[config.mk]
export PLATFORM = sky130hd
export DESIGN_NAME = decode_stage
export DESIGN_NICKNAME = d
export VERILOG_FILES = /design/src/design/decode_pkg.sv /design/src/design/pipe_stage.sv /design/src/design/alu_decoder.sv /design/src/design/mem_decoder.sv /design/src/design/flow_decoder.sv /design/src/design/csr_decoder.sv /design/src/design/instr_decoder.sv /design/src/design/decode_stage.sv
export SDC_FILE = /design/constraint.sdc
export NUM_CORES = 1
export LEC_CHECK = 0
export BUFFER_PORTS_ARGS = -buffer_cell sky130_fd_sc_hd__buf_2
export CAP_MARGIN = 5
export CORE_ASPECT_RATIO = 1.25
export CORE_UTILIZATION = 53
export CTS_BUF_LIST = sky130_fd_sc_hd__clkbuf_8
export CTS_CLUSTER_DIAMETER = 50
export DETAILED_ROUTE_END_ITERATION = 10
export PLACE_DENSITY_LB_ADDON = 0.2
export SETUP_SLACK_MARGIN = 0.2
export SYNTH_ARGS = -nofsm -noshare
export SYNTH_HDL_FRONTEND = slang
export SYNTH_HIERARCHICAL = 1
export SYNTH_SLANG_ARGS = --single-unit
[constraint.sdc]
create_clock -name clk_i -period 1.8 [get_ports clk_i]
set_input_delay 0.27 -clock clk_i [delete_from_list [all_inputs] [get_ports clk_i]]
set_output_delay 0.27 -clock clk_i [all_outputs]
set_load 0.1 [all_outputs]
[src/design/decode_pkg.sv]
package decode_pkg;

    //////////////////////////////
    // Basic types
    //////////////////////////////

    typedef logic [31:0] instr_t;
    typedef logic [4:0]  reg_addr_t;

    // Field view of a 32-bit word, R-type layout
    typedef struct packed {
        logic [6:0] funct7;
        reg_addr_t  rs2;
        reg_addr_t  rs1;
        logic [2:0] funct3;
        reg_addr_t  rd;
        logic [6:0] opcode;
    } instr_fields_t;

    //////////////////////////////
    // Opcodes and fields
    //////////////////////////////

    localparam logic [6:0] OPCODE_OP     = 7'b0110011;
    localparam logic [6:0] OPCODE_OP_IMM = 7'b0010011;
    localparam logic [6:0] OPCODE_LUI    = 7'b0110111;
    localparam logic [6:0] OPCODE_AUIPC  = 7'b0010111;
    localparam logic [6:0] OPCODE_LOAD   = 7'b0000011;
    localparam logic [6:0] OPCODE_STORE  = 7'b0100011;
    localparam logic [6:0] OPCODE_BRANCH = 7'b1100011;
    localparam logic [6:0] OPCODE_JAL    = 7'b1101111;
    localparam logic [6:0] OPCODE_JALR   = 7'b1100111;
    localparam logic [6:0] OPCODE_SYSTEM = 7'b1110011;

    localparam logic [6:0] FUNCT7_BASE = 7'h00;
    localparam logic [6:0] FUNCT7_ALT  = 7'h20; // SUB, SRA and SRAI

    // Machine CSRs known to the core
    localparam logic [11:0] CSR_MISA      = 12'h301;
    localparam logic [11:0] CSR_MVENDORID = 12'hF11; // Read only
    localparam logic [11:0] CSR_MARCHID   = 12'hF12; // Read only
    localparam logic [11:0] CSR_MIMPID    = 12'hF13; // Read only
    localparam logic [11:0] CSR_MHARTID   = 12'hF14; // Read only

    //////////////////////////////
    // Control word
    //////////////////////////////

    typedef enum logic [3:0] {
        ALU_ADD  = 4'd0,  ALU_SUB  = 4'd1,  ALU_XOR = 4'd2,  ALU_OR  = 4'd3,
        ALU_AND  = 4'd4,  ALU_SLL  = 4'd5,  ALU_SRL = 4'd6,  ALU_SRA = 4'd7,
        ALU_SLT  = 4'd8,  ALU_SLTU = 4'd9,  ALU_SEQ = 4'd10, ALU_SNE = 4'd11,
        ALU_SGE  = 4'd12, ALU_SGEU = 4'd13
    } alu_op_t;

    typedef enum logic [1:0] {SRC1_RS1, SRC1_PC, SRC1_ZERO, SRC1_IMM_CSR} alu_src1_t;
    typedef enum logic [1:0] {SRC2_RS2, SRC2_IMM, SRC2_FOUR} alu_src2_t;
    typedef enum logic [2:0] {IMM_I, IMM_S, IMM_B, IMM_U, IMM_J} imm_type_t;
    typedef enum logic [1:0] {MEM_BYTE, MEM_HALF, MEM_WORD} mem_size_t;
    typedef enum logic [1:0] {PC_PLUS4, PC_BRANCH, PC_JAL, PC_JALR} pc_src_t;
    typedef enum logic [1:0] {CSR_READ, CSR_WRITE, CSR_SET, CSR_CLEAR} csr_op_t;

    typedef struct packed {
        alu_op_t   alu_op;
        alu_src1_t src1;
        alu_src2_t src2;
        imm_type_t imm_type;
        reg_addr_t rs1;
        reg_addr_t rs2;
        reg_addr_t rd;
        logic      mem_wen;
        mem_size_t mem_size;
        logic      mem_sign;     // Sign-extend load data
        logic      reg_alu_wen;
        logic      reg_mem_wen;
        pc_src_t   pc_src;
        logic      is_branch;
        logic      csr_access;
        csr_op_t   csr_op;
        logic      illegal;
    } ctrl_t;

    // Base for every class decoder, a harmless no-op
    localparam ctrl_t CTRL_DEFAULT = '{
        alu_op:      ALU_ADD,
        src1:        SRC1_RS1,
        src2:        SRC2_RS2,
        imm_type:    IMM_I,
        rs1:         '0,
        rs2:         '0,
        rd:          '0,
        mem_wen:     1'b0,
        mem_size:    MEM_WORD,
        mem_sign:    1'b0,
        reg_alu_wen: 1'b0,
        reg_mem_wen: 1'b0,
        pc_src:      PC_PLUS4,
        is_branch:   1'b0,
        csr_access:  1'b0,
        csr_op:      CSR_READ,
        illegal:     1'b0
    };

endpackage

[src/design/pipe_stage.sv]
module pipe_stage #(
    parameter type payload_t = logic [31:0]
) (
    input  logic     clk_i,
    input  logic     rst_n_i,

    // Upstream side
    input  logic     valid_i,
    output logic     ready_o,
    input  payload_t data_i,

    // Downstream side
    output logic     valid_o,
    input  logic     ready_i,
    output payload_t data_o
);

    logic     valid_q;
    payload_t data_q;

    // Free slot, or the held item leaves this cycle
    assign ready_o = !valid_q || ready_i;

    always_ff @(posedge clk_i) begin
        if (!rst_n_i) begin
            valid_q <= 1'b0;
        end else if (ready_o) begin
            valid_q <= valid_i;
        end
    end

    // Payload only moves on an accepted transfer
    always_ff @(posedge clk_i) begin
        if (valid_i && ready_o) begin
            data_q <= data_i;
        end
    end

    assign valid_o = valid_q;
    assign data_o  = data_q;

endmodule

[src/design/alu_decoder.sv]
module alu_decoder (
    input  decode_pkg::instr_t instr_i,
    output logic               hit_o,
    output decode_pkg::ctrl_t  ctrl_o
);
    import decode_pkg::*;

    instr_fields_t fld;

    assign fld = instr_i;

    always_comb begin
        hit_o  = 1'b0;
        ctrl_o = CTRL_DEFAULT;

        case (fld.opcode)
            //////////////////////////////
            // Register-register
            //////////////////////////////
            OPCODE_OP: begin
                hit_o              = 1'b1;
                ctrl_o.reg_alu_wen = 1'b1;
                if (fld.funct7 == FUNCT7_BASE) begin
                    unique case (fld.funct3)
                        3'b000: ctrl_o.alu_op = ALU_ADD;
                        3'b001: ctrl_o.alu_op = ALU_SLL;
                        3'b010: ctrl_o.alu_op = ALU_SLT;
                        3'b011: ctrl_o.alu_op = ALU_SLTU;
                        3'b100: ctrl_o.alu_op = ALU_XOR;
                        3'b101: ctrl_o.alu_op = ALU_SRL;
                        3'b110: ctrl_o.alu_op = ALU_OR;
                        3'b111: ctrl_o.alu_op = ALU_AND;
                    endcase
                end else if (fld.funct7 == FUNCT7_ALT) begin
                    case (fld.funct3)
                        3'b000:  ctrl_o.alu_op  = ALU_SUB;
                        3'b101:  ctrl_o.alu_op  = ALU_SRA;
                        default: ctrl_o.illegal = 1'b1;
                    endcase
                end else begin
                    ctrl_o.illegal = 1'b1; // M extension not supported
                end
            end

            //////////////////////////////
            // Register-immediate
            //////////////////////////////
            OPCODE_OP_IMM: begin
                hit_o              = 1'b1;
                ctrl_o.src2        = SRC2_IMM;
                ctrl_o.reg_alu_wen = 1'b1;
                unique case (fld.funct3)
                    3'b000: ctrl_o.alu_op = ALU_ADD;
                    3'b010: ctrl_o.alu_op = ALU_SLT;
                    3'b011: ctrl_o.alu_op = ALU_SLTU;
                    3'b100: ctrl_o.alu_op = ALU_XOR;
                    3'b110: ctrl_o.alu_op = ALU_OR;
                    3'b111: ctrl_o.alu_op = ALU_AND;
                    3'b001: begin
                        ctrl_o.alu_op  = ALU_SLL;
                        ctrl_o.illegal = (fld.funct7 != FUNCT7_BASE);
                    end
                    3'b101: begin
                        // Upper bits pick logical or arithmetic shift
                        ctrl_o.alu_op  = (fld.funct7 == FUNCT7_ALT) ? ALU_SRA : ALU_SRL;
                        ctrl_o.illegal = !(fld.funct7 inside {FUNCT7_BASE, FUNCT7_ALT});
                    end
                endcase
            end

            OPCODE_LUI, OPCODE_AUIPC: begin
                hit_o              = 1'b1;
                ctrl_o.src1        = (fld.opcode == OPCODE_LUI) ? SRC1_ZERO : SRC1_PC;
                ctrl_o.src2        = SRC2_IMM;
                ctrl_o.imm_type    = IMM_U;
                ctrl_o.reg_alu_wen = 1'b1;
            end

            default: ;
        endcase
    end

endmodule

[src/design/mem_decoder.sv]
module mem_decoder (
    input  decode_pkg::instr_t instr_i,
    output logic               hit_o,
    output decode_pkg::ctrl_t  ctrl_o
);
    import decode_pkg::*;

    instr_fields_t fld;

    assign fld = instr_i;

    always_comb begin
        hit_o  = 1'b0;
        ctrl_o = CTRL_DEFAULT;

        // Address is always rs1 plus immediate
        if (fld.opcode inside {OPCODE_LOAD, OPCODE_STORE}) begin
            hit_o         = 1'b1;
            ctrl_o.alu_op = ALU_ADD;
            ctrl_o.src2   = SRC2_IMM;
        end

        if (fld.opcode == OPCODE_LOAD) begin
            ctrl_o.imm_type    = IMM_I;
            ctrl_o.reg_mem_wen = 1'b1;
            ctrl_o.mem_sign    = !fld.funct3[2]; // lbu and lhu zero-extend
            case (fld.funct3)
                3'b000, 3'b100: ctrl_o.mem_size = MEM_BYTE;
                3'b001, 3'b101: ctrl_o.mem_size = MEM_HALF;
                3'b010:         ctrl_o.mem_size = MEM_WORD;
                default:        ctrl_o.illegal  = 1'b1;
            endcase
        end else if (fld.opcode == OPCODE_STORE) begin
            ctrl_o.imm_type = IMM_S;
            ctrl_o.mem_wen  = 1'b1;
            case (fld.funct3)
                3'b000:  ctrl_o.mem_size = MEM_BYTE;
                3'b001:  ctrl_o.mem_size = MEM_HALF;
                3'b010:  ctrl_o.mem_size = MEM_WORD;
                default: ctrl_o.illegal  = 1'b1;
            endcase
        end
    end

endmodule

[src/design/flow_decoder.sv]
module flow_decoder (
    input  decode_pkg::instr_t instr_i,
    output logic               hit_o,
    output decode_pkg::ctrl_t  ctrl_o
);
    import decode_pkg::*;

    instr_fields_t fld;

    assign fld = instr_i;

    always_comb begin
        hit_o  = 1'b0;
        ctrl_o = CTRL_DEFAULT;

        case (fld.opcode)
            // ALU compares rs1 and rs2, target has its own adder
            OPCODE_BRANCH: begin
                hit_o            = 1'b1;
                ctrl_o.imm_type  = IMM_B;
                ctrl_o.pc_src    = PC_BRANCH;
                ctrl_o.is_branch = 1'b1;
                case (fld.funct3)
                    3'b000:  ctrl_o.alu_op  = ALU_SEQ;
                    3'b001:  ctrl_o.alu_op  = ALU_SNE;
                    3'b100:  ctrl_o.alu_op  = ALU_SLT;
                    3'b101:  ctrl_o.alu_op  = ALU_SGE;
                    3'b110:  ctrl_o.alu_op  = ALU_SLTU;
                    3'b111:  ctrl_o.alu_op  = ALU_SGEU;
                    default: ctrl_o.illegal = 1'b1;
                endcase
            end

            // Link value is PC plus four
            OPCODE_JAL, OPCODE_JALR: begin
                hit_o              = 1'b1;
                ctrl_o.alu_op      = ALU_ADD;
                ctrl_o.src1        = SRC1_PC;
                ctrl_o.src2        = SRC2_FOUR;
                ctrl_o.reg_alu_wen = 1'b1;
                if (fld.opcode == OPCODE_JAL) begin
                    ctrl_o.imm_type = IMM_J;
                    ctrl_o.pc_src   = PC_JAL;
                end else begin
                    ctrl_o.imm_type = IMM_I;
                    ctrl_o.pc_src   = PC_JALR;
                    ctrl_o.illegal  = (fld.funct3 != 3'b000);
                end
            end

            default: ;
        endcase
    end

endmodule

[src/design/csr_decoder.sv]
module csr_decoder (
    input  decode_pkg::instr_t instr_i,
    output logic               hit_o,
    output decode_pkg::ctrl_t  ctrl_o
);
    import decode_pkg::*;

    instr_fields_t fld;
    logic [11:0]   csr_addr;
    csr_op_t       set_clr_op;  // SET or CLEAR, READ when rs1 field is zero

    assign fld      = instr_i;
    assign csr_addr = instr_i[31:20];

    always_comb begin
        set_clr_op = fld.funct3[0] ? CSR_CLEAR : CSR_SET;
        if (fld.rs1 == '0) begin
            set_clr_op = CSR_READ;
        end
    end

    always_comb begin
        hit_o  = (fld.opcode == OPCODE_SYSTEM);
        ctrl_o = CTRL_DEFAULT;

        if (hit_o) begin
            if (fld.rs1 == '0 && fld.rd == '0) begin
                ctrl_o.illegal = 1'b1; // ECALL, EBREAK and friends
            end else begin
                ctrl_o.csr_access  = 1'b1;
                ctrl_o.reg_alu_wen = 1'b1;
                ctrl_o.src2        = SRC2_IMM;
                if (fld.funct3[2]) begin
                    ctrl_o.src1 = SRC1_IMM_CSR; // uimm in the rs1 field
                end
                case (fld.funct3[1:0])
                    2'b01:   ctrl_o.csr_op  = CSR_WRITE;
                    2'b10,
                    2'b11:   ctrl_o.csr_op  = set_clr_op;
                    default: ctrl_o.illegal = 1'b1;
                endcase

                // Only misa is writable
                case (csr_addr)
                    CSR_MISA: ;
                    CSR_MVENDORID, CSR_MARCHID, CSR_MIMPID, CSR_MHARTID: begin
                        if (ctrl_o.csr_op != CSR_READ) ctrl_o.illegal = 1'b1;
                    end
                    default: ctrl_o.illegal = 1'b1;
                endcase
            end
        end
    end

endmodule

[src/design/instr_decoder.sv]
module instr_decoder (
    input  decode_pkg::instr_t instr_i,
    output decode_pkg::ctrl_t  ctrl_o
);
    import decode_pkg::*;

    instr_fields_t fld;
    logic          alu_hit, mem_hit, flow_hit, csr_hit;
    ctrl_t         alu_ctrl, mem_ctrl, flow_ctrl, csr_ctrl;

    assign fld = instr_i;

    alu_decoder  i_alu_decoder  (.instr_i(instr_i), .hit_o(alu_hit),  .ctrl_o(alu_ctrl));
    mem_decoder  i_mem_decoder  (.instr_i(instr_i), .hit_o(mem_hit),  .ctrl_o(mem_ctrl));
    flow_decoder i_flow_decoder (.instr_i(instr_i), .hit_o(flow_hit), .ctrl_o(flow_ctrl));
    csr_decoder  i_csr_decoder  (.instr_i(instr_i), .hit_o(csr_hit),  .ctrl_o(csr_ctrl));

    always_comb begin
        // Opcode claimed by no class
        ctrl_o         = CTRL_DEFAULT;
        ctrl_o.illegal = 1'b1;

        // Classes own disjoint opcodes, at most one hit
        if (alu_hit) begin
            ctrl_o = alu_ctrl;
        end else if (mem_hit) begin
            ctrl_o = mem_ctrl;
        end else if (flow_hit) begin
            ctrl_o = flow_ctrl;
        end else if (csr_hit) begin
            ctrl_o = csr_ctrl;
        end

        // Register addresses straight from the fixed fields
        ctrl_o.rs1 = fld.rs1;
        ctrl_o.rs2 = fld.rs2;
        ctrl_o.rd  = fld.rd;
    end

endmodule

[src/design/decode_stage.sv]
module decode_stage (
    input  logic               clk_i,
    input  logic               rst_n_i,

    // Instruction stream in
    input  logic               in_valid_i,
    output logic               in_ready_o,
    input  decode_pkg::instr_t in_instr_i,

    // Control word stream out
    output logic               out_valid_o,
    input  logic               out_ready_i,
    output decode_pkg::ctrl_t  out_ctrl_o
);
    import decode_pkg::*;

    logic   id_valid;
    logic   id_ready;
    instr_t id_instr;
    ctrl_t  id_ctrl;   // Decoded, not yet registered

    pipe_stage #(.payload_t(instr_t)) i_instr_reg (
        .clk_i   (clk_i),
        .rst_n_i (rst_n_i),
        .valid_i (in_valid_i),
        .ready_o (in_ready_o),
        .data_i  (in_instr_i),
        .valid_o (id_valid),
        .ready_i (id_ready),
        .data_o  (id_instr)
    );

    instr_decoder i_instr_decoder (.instr_i(id_instr), .ctrl_o(id_ctrl));

    pipe_stage #(.payload_t(ctrl_t)) i_ctrl_reg (
        .clk_i   (clk_i),
        .rst_n_i (rst_n_i),
        .valid_i (id_valid),
        .ready_o (id_ready),
        .data_i  (id_ctrl),
        .valid_o (out_valid_o),
        .ready_i (out_ready_i),
        .data_o  (out_ctrl_o)
    );

endmodule

==> Word level (Yosys, flattened, before mapping) <==
Memory sizes are Yosys's and may differ from the RTL's. A register that Yosys moved wholly into a read port is not among the register bits.
Cells that the tools add are included.
{ "classes": {"n_eq_ne": 26, "bitwise": 1, "muxes": 62, "n_reduce_logical": 35} }
{ "ops": {"columns": ["op", "n"], "rows": [
  ["$mux 39", 3],
  ["$eq 12x12->1 const B", 4],
  ["$mux 35", 1],
  ["$pmux 4 s8", 1],
  ["$eq 7x6->1 const B", 4],
  ["$eq 7x7->1 const B", 4],
  ["$mux 1", 28],
  ["$pmux 4 s6", 1],
  ["$mux 3", 6],
  ["$mux 2", 8],
  ["$pmux 2 s2", 4],
  ["$eq 7x5->1 const B", 2],
  ["$reduce_or 2->1", 7],
  ["$eq 12x10->1 const B", 1],
  ["$eq 3x3->1 const B", 4],
  ["$mux 4", 3],
  ["$pmux 3 s2", 2],
  ["$reduce_or 3->1", 4],
  ["$reduce_or 4->1", 3],
  ["$logic_not 5->1", 2],
  ["$reduce_or 5->1", 2],
  ["$pmux 1 s2", 4],
  ["$pmux 4 s2", 1],
  ["$eq 7x2->1 const B", 1],
  ["14 further kinds", 24]
]} }
{ "word_totals": {"word_cells": 145, "input_bits": 36, "memories": 1, "regBits": 73, "romBits": 32} }
{ "memory_table": {"columns": ["memory", "depth", "width", "read_ports", "rd_ports_with_merged_regs", "wr", "line", "rtl"], "rows": [
  ["(name not given)", 8, 4, 1, 1, 0, "alu_decoder.sv:24", "unique case (fld.funct3)"]
]} }

==> Logic depth before layout (Yosys ltp) <==
Gate-level depths: netlist (run 1).
{ "logic_depth": {"depth_word": 13, "ltp_mapped": 8, "depth_no_buf": 7} }

==> Modules after synthesis <==
The synthesis (run 1) kept the hierarchy.
{ "modules_own_cells": {"columns": ["mod", "area_each_um2", "seq_area_each_um2", "cells_each", "instances"], "rows": [
  ["pipe_stage at i_ctrl_reg", 1228.7, 1191.1, 44, 1],
  ["pipe_stage at i_instr_reg", 1018.5, 980.9, 37, 1],
  ["instr_decoder", 803.3, 0.0, 107, 1],
  ["alu_decoder", 494.2, 0.0, 69, 1],
  ["csr_decoder", 450.4, 0.0, 65, 1],
  ["flow_decoder", 356.6, 0.0, 53, 1],
  ["mem_decoder", 337.8, 0.0, 49, 1]
]} }

==> Worst setup path after synthesis (run 1) <==
OpenSTA, ideal clock, no wires.
{ "synth_path": {"kind": "register -> register", "from": "register i_ctrl_reg.valid_q, in the netlist i_ctrl_reg/valid_o", "to": "register i_instr_reg.data_q (netlist bit i_instr_reg/data_o[0]), enable pin", "period_less_slack_ns": 2.014, "setup_time_ns": 0.279, "path_stages_with_launch": 4, "required_time_ns": 1.521, "t_arrival_ns": 1.735, "setup_slack_ns": -0.214, "cell_sequence": "dfxtp_1 -> nand2b_4 -> nand2b_4 -> and2_4"} }
{ "synth_via": {"elab_chain_cells": 4} }
{ "synth_rtl": {"columns": ["item", "line", "rtl"], "rows": [
  ["from (decl)", "pipe_stage.sv:18", "logic valid_q;"],
  ["from (signal assigned)", "pipe_stage.sv:28", "valid_q <= valid_i;"],
  ["$logic_not 1->1", "pipe_stage.sv:22", "assign ready_o = !valid_q || ready_i;"],
  ["$logic_or 1x1->1", "pipe_stage.sv:22", null],
  ["named net id_ready", "decode_stage.sv:18", "logic id_ready;"],
  ["$logic_or 1x1->1", "pipe_stage.sv:22", null],
  ["named net in_ready_o", "decode_stage.sv:7", "output logic in_ready_o,"],
  ["$logic_and 1x1->1", "pipe_stage.sv:34", "if (valid_i && ready_o) begin"],
  ["to (signal assigned)", "pipe_stage.sv:35", "data_q <= data_i;"],
  ["to (decl)", "pipe_stage.sv:19", "payload_t data_q;"]
]} }
The timed path passes the listed nets, and every way through them passes these cells.
A chain may end at the register's enable or synchronous reset.

==> results of run 1 <==
timing repair:
item	4_1_cts	5_1_grt
gates resized for setup	47	15
setup buffers	15	1
gates cloned	2	0
setup endpoints to repair	25	24
pin swaps	19	18
flip-flops by register name (all words and copies together), names as in the netlist:
| name | flops |
|---|---|
| i_ctrl_reg/valid_o | 1 |
| i_instr_reg/valid_o | 1 |
| i_instr_reg/data_o | 32 |
| i_ctrl_reg/data_o | 39 |
worst paths after layout:
path,cells after the start,endpoint,startpoint
max,6,i_ctrl_reg/data_o[34],i_instr_reg/data_o[8]
min,1,i_instr_reg/data_o[14],in_instr_i[14]
max reg2reg,6,i_ctrl_reg/data_o[34],i_instr_reg/data_o[8]
min reg2reg,0,i_ctrl_reg/data_o[13],i_instr_reg/data_o[7]
power groups by stage:
stage	sequential, mW	clock, mW	combinational (mW)
final	2.02	1.24	0.723
after global routing	2.02	1.33	0.758
after CTS	2.01	1.27	0.701
after detailed placement	2.05	0	0.648
after global placement	2.05	0	0.641
after floorplan	2.36	0	0.286
routing by layer:
layer / GRT usage / share of wire / vias to the layer above
met5: 0 / 0 / -
met4: 0.0904 / 0.028 / 0
met3: 0.0518 / 0.042 / 22
met2: 0.398 / 0.54 / 99
met1: 0.253 / 0.39 / 1427
li1: - / - / 1437
placed cells by master, fill, tap and decap left out, types with 4 or more instances in the layout:
master,n
buf_12,8
inv_1,10
buf_2,75
buf_4,42
conb_1,56
nor2_1,6
a21oi_2,14
nor2b_1,5
a21oi_1,9
clkbuf_8,9
nand2_1,16
o22ai_4,10
edfxtp_1,71
o22ai_2,10
buf_6,11
and2_4,4
a22oi_1,16
nand2b_1,5
nor3_2,4
nor3_1,7
a22oi_2,7
critical path, stage by stage, from the launching register on:
cell      delay (ns)
edfxtp_1        0.39
or4_4           0.56
nor3_4          0.19
nor2b_4         0.09
and2_4          0.16
a22oi_2         0.15
a21oi_1         0.08
cell type report:
| class | instances | area share |
|---|---|---|
| Clock buffer | 9 | 0.0227 |
| Tap cell | 95 | 0.0218 |
| Clock inverter | 7 | 0.0117 |
| Multi-Input combinational cell | 236 | 0.347 |
| Sequential cell | 73 | 0.398 |
| Inverter | 9 | 0.00756 |
| Timing Repair Buffer | 139 | 0.191 |
==> flow_summary.json, run 1 <==
{
  "outcome": "complete, but fails checks",
  "violations": "setup timing",
  "p_seq_frac": 0.507,
  "core_um2": 7790,
  "root_buffer": "clkbuf_8",
  "fin_nets": 504,
  "utilization": 0.701,
  "holdWs_ns": 0.0923,
  "drtIter0Drc": 164,
  "p_int_mw": 2.79,
  "area_growth_pct": 28.9,
  "finalCriticalPeriod_ns": 1.86,
  "vias": 2985,
  "rows": 36,
  "grt_pass1_wl_um": 13700,
  "fillers": 575,
  "die_h_um": 102,
  "grt_usage": 0.223,
  "place_hpwl_um": 5760,
  "syn_area_um2": 4240,
  "relSlewSlack": 0.641,
  "drive_above_1_share": 0.501,
  "viasPerCell": 5.26,
  "multi_input_area_um2": 1890,
  "placed_cells": 534,
  "required_ns": 1.90,
  "p_clk_frac": 0.311,
  "clock-sinks": 73,
  "io_buffers": 76,
  "cp-start-kind": "flop",
  "finalSetupTns_ns": -0.251,
  "io_pins": 77,
  "ir_drop_mv": 0.655,
  "regToRegSetupSlack_ns": -0.06,
  "die_w_um": 82.0,
  "cts_max_level": 3,
  "max-cap-violations": 0,
  "combPwrFrac": 0.182,
  "antenna_cells": 0,
  "power_switching_mw": 1.18,
  "stdcell_count": 568,
  "finalSetupViolCount": 10,
  "fmax_mhz": 537,
  "drt_first_pass_iters": 4,
  "cp.arrival_ns": 1.96,
  "p_leak_nw": 2.13,
  "drc": 0,
  "ant_nets": 0,
  "synth_cells": 364,
  "clk_pin_slew_worst_paths_ns": 0.08,
  "worst_setup_path_end_kind": "flop",
  "dieArea_um2": 8360,
  "crit_type": "flop to flop",
  "hold_viol": 0,
  "initial_core_util": 0.544,
  "worst_slack_ns": -0.0605,
  "pre_cts_ws_ns": -0.151,
  "worstMarginPinSlew_ns": 0.538,
  "postSynthAreaPerCell_um2": 11.6,
  "globalplace.congestion": 0.808,
  "p_per_area_nw_per_um2": 727,
  "regArea_um2": 2180,
  "clk_latency_ns": 0.35,
  "overflow": 0,
  "stdcell_area_um2": 5460,
  "grt_max_degree": 40,
  "wl_per_cell_um": 15.8,
  "sw_frac_of_total": 0.298,
  "hold_class": "input pin to flop",
  "min_period_over_period": 1.03,
  "cts_buffers": 9,
  "clock_path_buffers": 2,
  "cts_tree": "built",
  "hold_buffers": 0,
  "wl_um": 8980,
  "total_power_mw": 3.97,
  "grt_pass1_vias": 2906,
  "yosys_warnings": 6,
  "place_area_um2": 4760,
  "maxSlewViolCount": 0,
  "finalClockSkew_ns": 0.00904,
  "rsz0062_at_grt": "yes",
  "antenna_found_initial": 0,
  "crit_fanout": 4
}
Note: power is estimated with default switching activity, not from simulation.
==> inputs of run 2 (changes only) <==
--- a/config.mk
+++ b/config.mk
@@ -12,6 +12,7 @@
 export CTS_BUF_LIST = sky130_fd_sc_hd__clkbuf_8
 export CTS_CLUSTER_DIAMETER = 50
 export DETAILED_ROUTE_END_ITERATION = 10
+export GPL_TIMING_DRIVEN = 0
 export PLACE_DENSITY_LB_ADDON = 0.2
 export SETUP_SLACK_MARGIN = 0.2
 export SYNTH_ARGS = -nofsm -noshare
==> flow_summary.json, run 2 (synthesis gave the netlist of run 1 again) <==
{
  "grt_pass1_wl_um": 15600,
  "grt_busiest_layer": "met2",
  "overflow": 0,
  "antenna_cells": 0,
  "fillers": 424,
  "cts_buffers": 9,
  "grtUsageMet1": 0.285,
  "finalClockSkew_ns": 0.0143,
  "fin_nets": 601,
  "cp_num_buf_inv": 4,
  "layout_common_cells": "buf_4, buf_2, edfxtp_1",
  "maxSlewViolCount": 0,
  "root_buffer": "clkbuf_8",
  "fmax_mhz": 515,
  "drtIter0Drc": 208,
  "cts_tree": "built",
  "largest_reg_flops": 39,
  "cts_max_level": 3,
  "grt_max_degree": 40,
  "max-cap-violations": 0,
  "io_buffers": 76,
  "ant_nets": 0,
  "path_common_cell": "buf_6",
  "holdWs_ns": 0.0703,
  "ir_drop_mv": 0.644,
  "drt_first_pass_iters": 5,
  "vias": 3571,
  "worst_setup_path_end_kind": "flop",
  "sw_frac_of_total": 0.315,
  "grt_util_met2": 0.446,
  "p_clk_frac": 0.288,
  "rows": 36,
  "wl_um": 11900,
  "place_hpwl_um": 5740,
  "io_pins": 77,
  "rsz0062_at_grt": "yes",
  "met3_usage": 0.0688,
  "outcome": "complete, but fails checks",
  "worst_slack_ns": -0.141,
  "globalplace.congestion": 0.777,
  "drc": 0,
  "cp_slowest_stage_delay_ns": 0.49,
  "clock-sinks": 73,
  "hold_class": "input pin to flop",
  "violations": "setup timing",
  "p_seq_frac": 0.493,
  "drive_above_1_share": 0.616,
  "combPwrFrac": 0.219,
  "relSlewSlack": 0.629,
  "dieArea_um2": 8360,
  "cp-start-kind": "flop",
  "p_per_area_nw_per_um2": 654,
  "finalCriticalPeriod_ns": 1.94,
  "p_int_mw": 2.81,
  "worst_path_max_delay_cell": "edfxtp_1",
  "die_w_um": 82.0,
  "clk_pin_slew_worst_paths_ns": 0.09,
  "wl_per_cell_um": 18.0,
  "crit_chain": "nand3b_1 > buf_6 > a211oi_4 > buf_6 > buf_4 > inv_2 > o221ai_1 > nand2_1",
  "finalSetupViolCount": 24,
  "viasPerCell": 5.37,
  "clk_latency_ns": 0.37,
  "power_switching_mw": 1.29,
  "pre_cts_ws_ns": -0.238,
  "crit_type": "flop to flop",
  "initial_core_util": 0.544,
  "path_delay_family": "buffers and inverters",
  "die_h_um": 102,
  "core_um2": 7790,
  "mostFrequentLayoutCell": "buf_4",
  "hold_viol": 0,
  "min_period_over_period": 1.08,
  "p_leak_nw": 2.65,
  "hold_buffers": 0,
  "required_ns": 1.90,
  "grt_usage": 0.258,
  "crit_fanout": 5,
  "worstMarginPinSlew_ns": 0.556,
  "clock_path_buffers": 2,
  "grt_pass1_vias": 3293,
  "cp.arrival_ns": 2.04,
  "antenna_found_initial": 0,
  "area_growth_pct": 48.2
}
## run 2: metal layers
layer	share of wire	wire, um	vias to the layer above
met2	0.53	6340	163
met5	0	0	-
met1	0.37	4420	1712
li1	-	-	1640
met4	0.047	561	0
met3	0.052	625	56
## run 2: timing repair
| item | in CTS | in global routing |
|---|---|---|
| endpoints found under the hold margin | 0 | 0 |
| buffers inserted | 47 | 15 |
| cloned | 2 | 1 |
| gates resized for setup | 53 | 34 |
| endpoints found under the setup margin | 25 | 24 |
| pin swaps | 23 | 18 |
## run 2: layout make-up
cell class / count / area, um2 / area share
inverter: 9 / 33.8 / 0.00538
tap: 95 / 119 / 0.0189
sequential: 73 / 2180 / 0.346
clock inverter: 6 / 36.3 / 0.00578
buffer: 95 / 825 / 0.131
multi-input combinational: 236 / 1990 / 0.317
timing repair buffer: 141 / 963 / 0.153
clock buffer: 10 / 138 / 0.0219
## run 2: path summary, 6_finish.rpt
path / startpoint / to / slack, ns / cells after the start
worst max-delay path: i_instr_reg/data_o[5] / i_ctrl_reg/data_o[0] / -0.14 / 8
worst min-delay path: in_instr_i[3] / i_instr_reg/data_o[3] / 0.07 / 1
worst max register to register: i_instr_reg/data_o[5] / i_ctrl_reg/data_o[0] / -0.14 / 8
worst min register to register: i_instr_reg/valid_o / i_ctrl_reg/valid_o / 0.50 / 2
## run 2: power by group through the flow
stage,Sequential (mW),Clock [mW],Combinational [mW]
after floorplan,2.36,0,0.286
after global placement,2.06,0,0.693
after detailed placement,2.07,0,0.701
after CTS,2.02,1.18,0.813
after global routing,2.04,1.26,0.937
final,2.02,1.18,0.898
## run 2: stage by stage
step            util  setup TNS (ns)  instances  instance area [um2]  total power, mW
6_report       0.806           -2.42        665                 6280             4.10
4_1_cts        0.764          -0.410        649                 5950             4.01
3_5_place_dp   0.655           -3.62        584                 5100             2.77
2_1_floorplan      -         -0.0346        413                 4600             2.64
3_3_place_gp   0.655           -3.55        584                 5100             2.76
5_1_grt        0.806           -3.98        665                 6280             4.23
## run 2: worst reg2reg max path, delay by kind of cell (launching register included)
kind                   cells  cell delay [ns]
flip-flops                 1             0.49
AND/OR/NAND/NOR            2             0.28
AO/OA/AOI/OAI              2             0.40
buffers and inverters      4             0.52
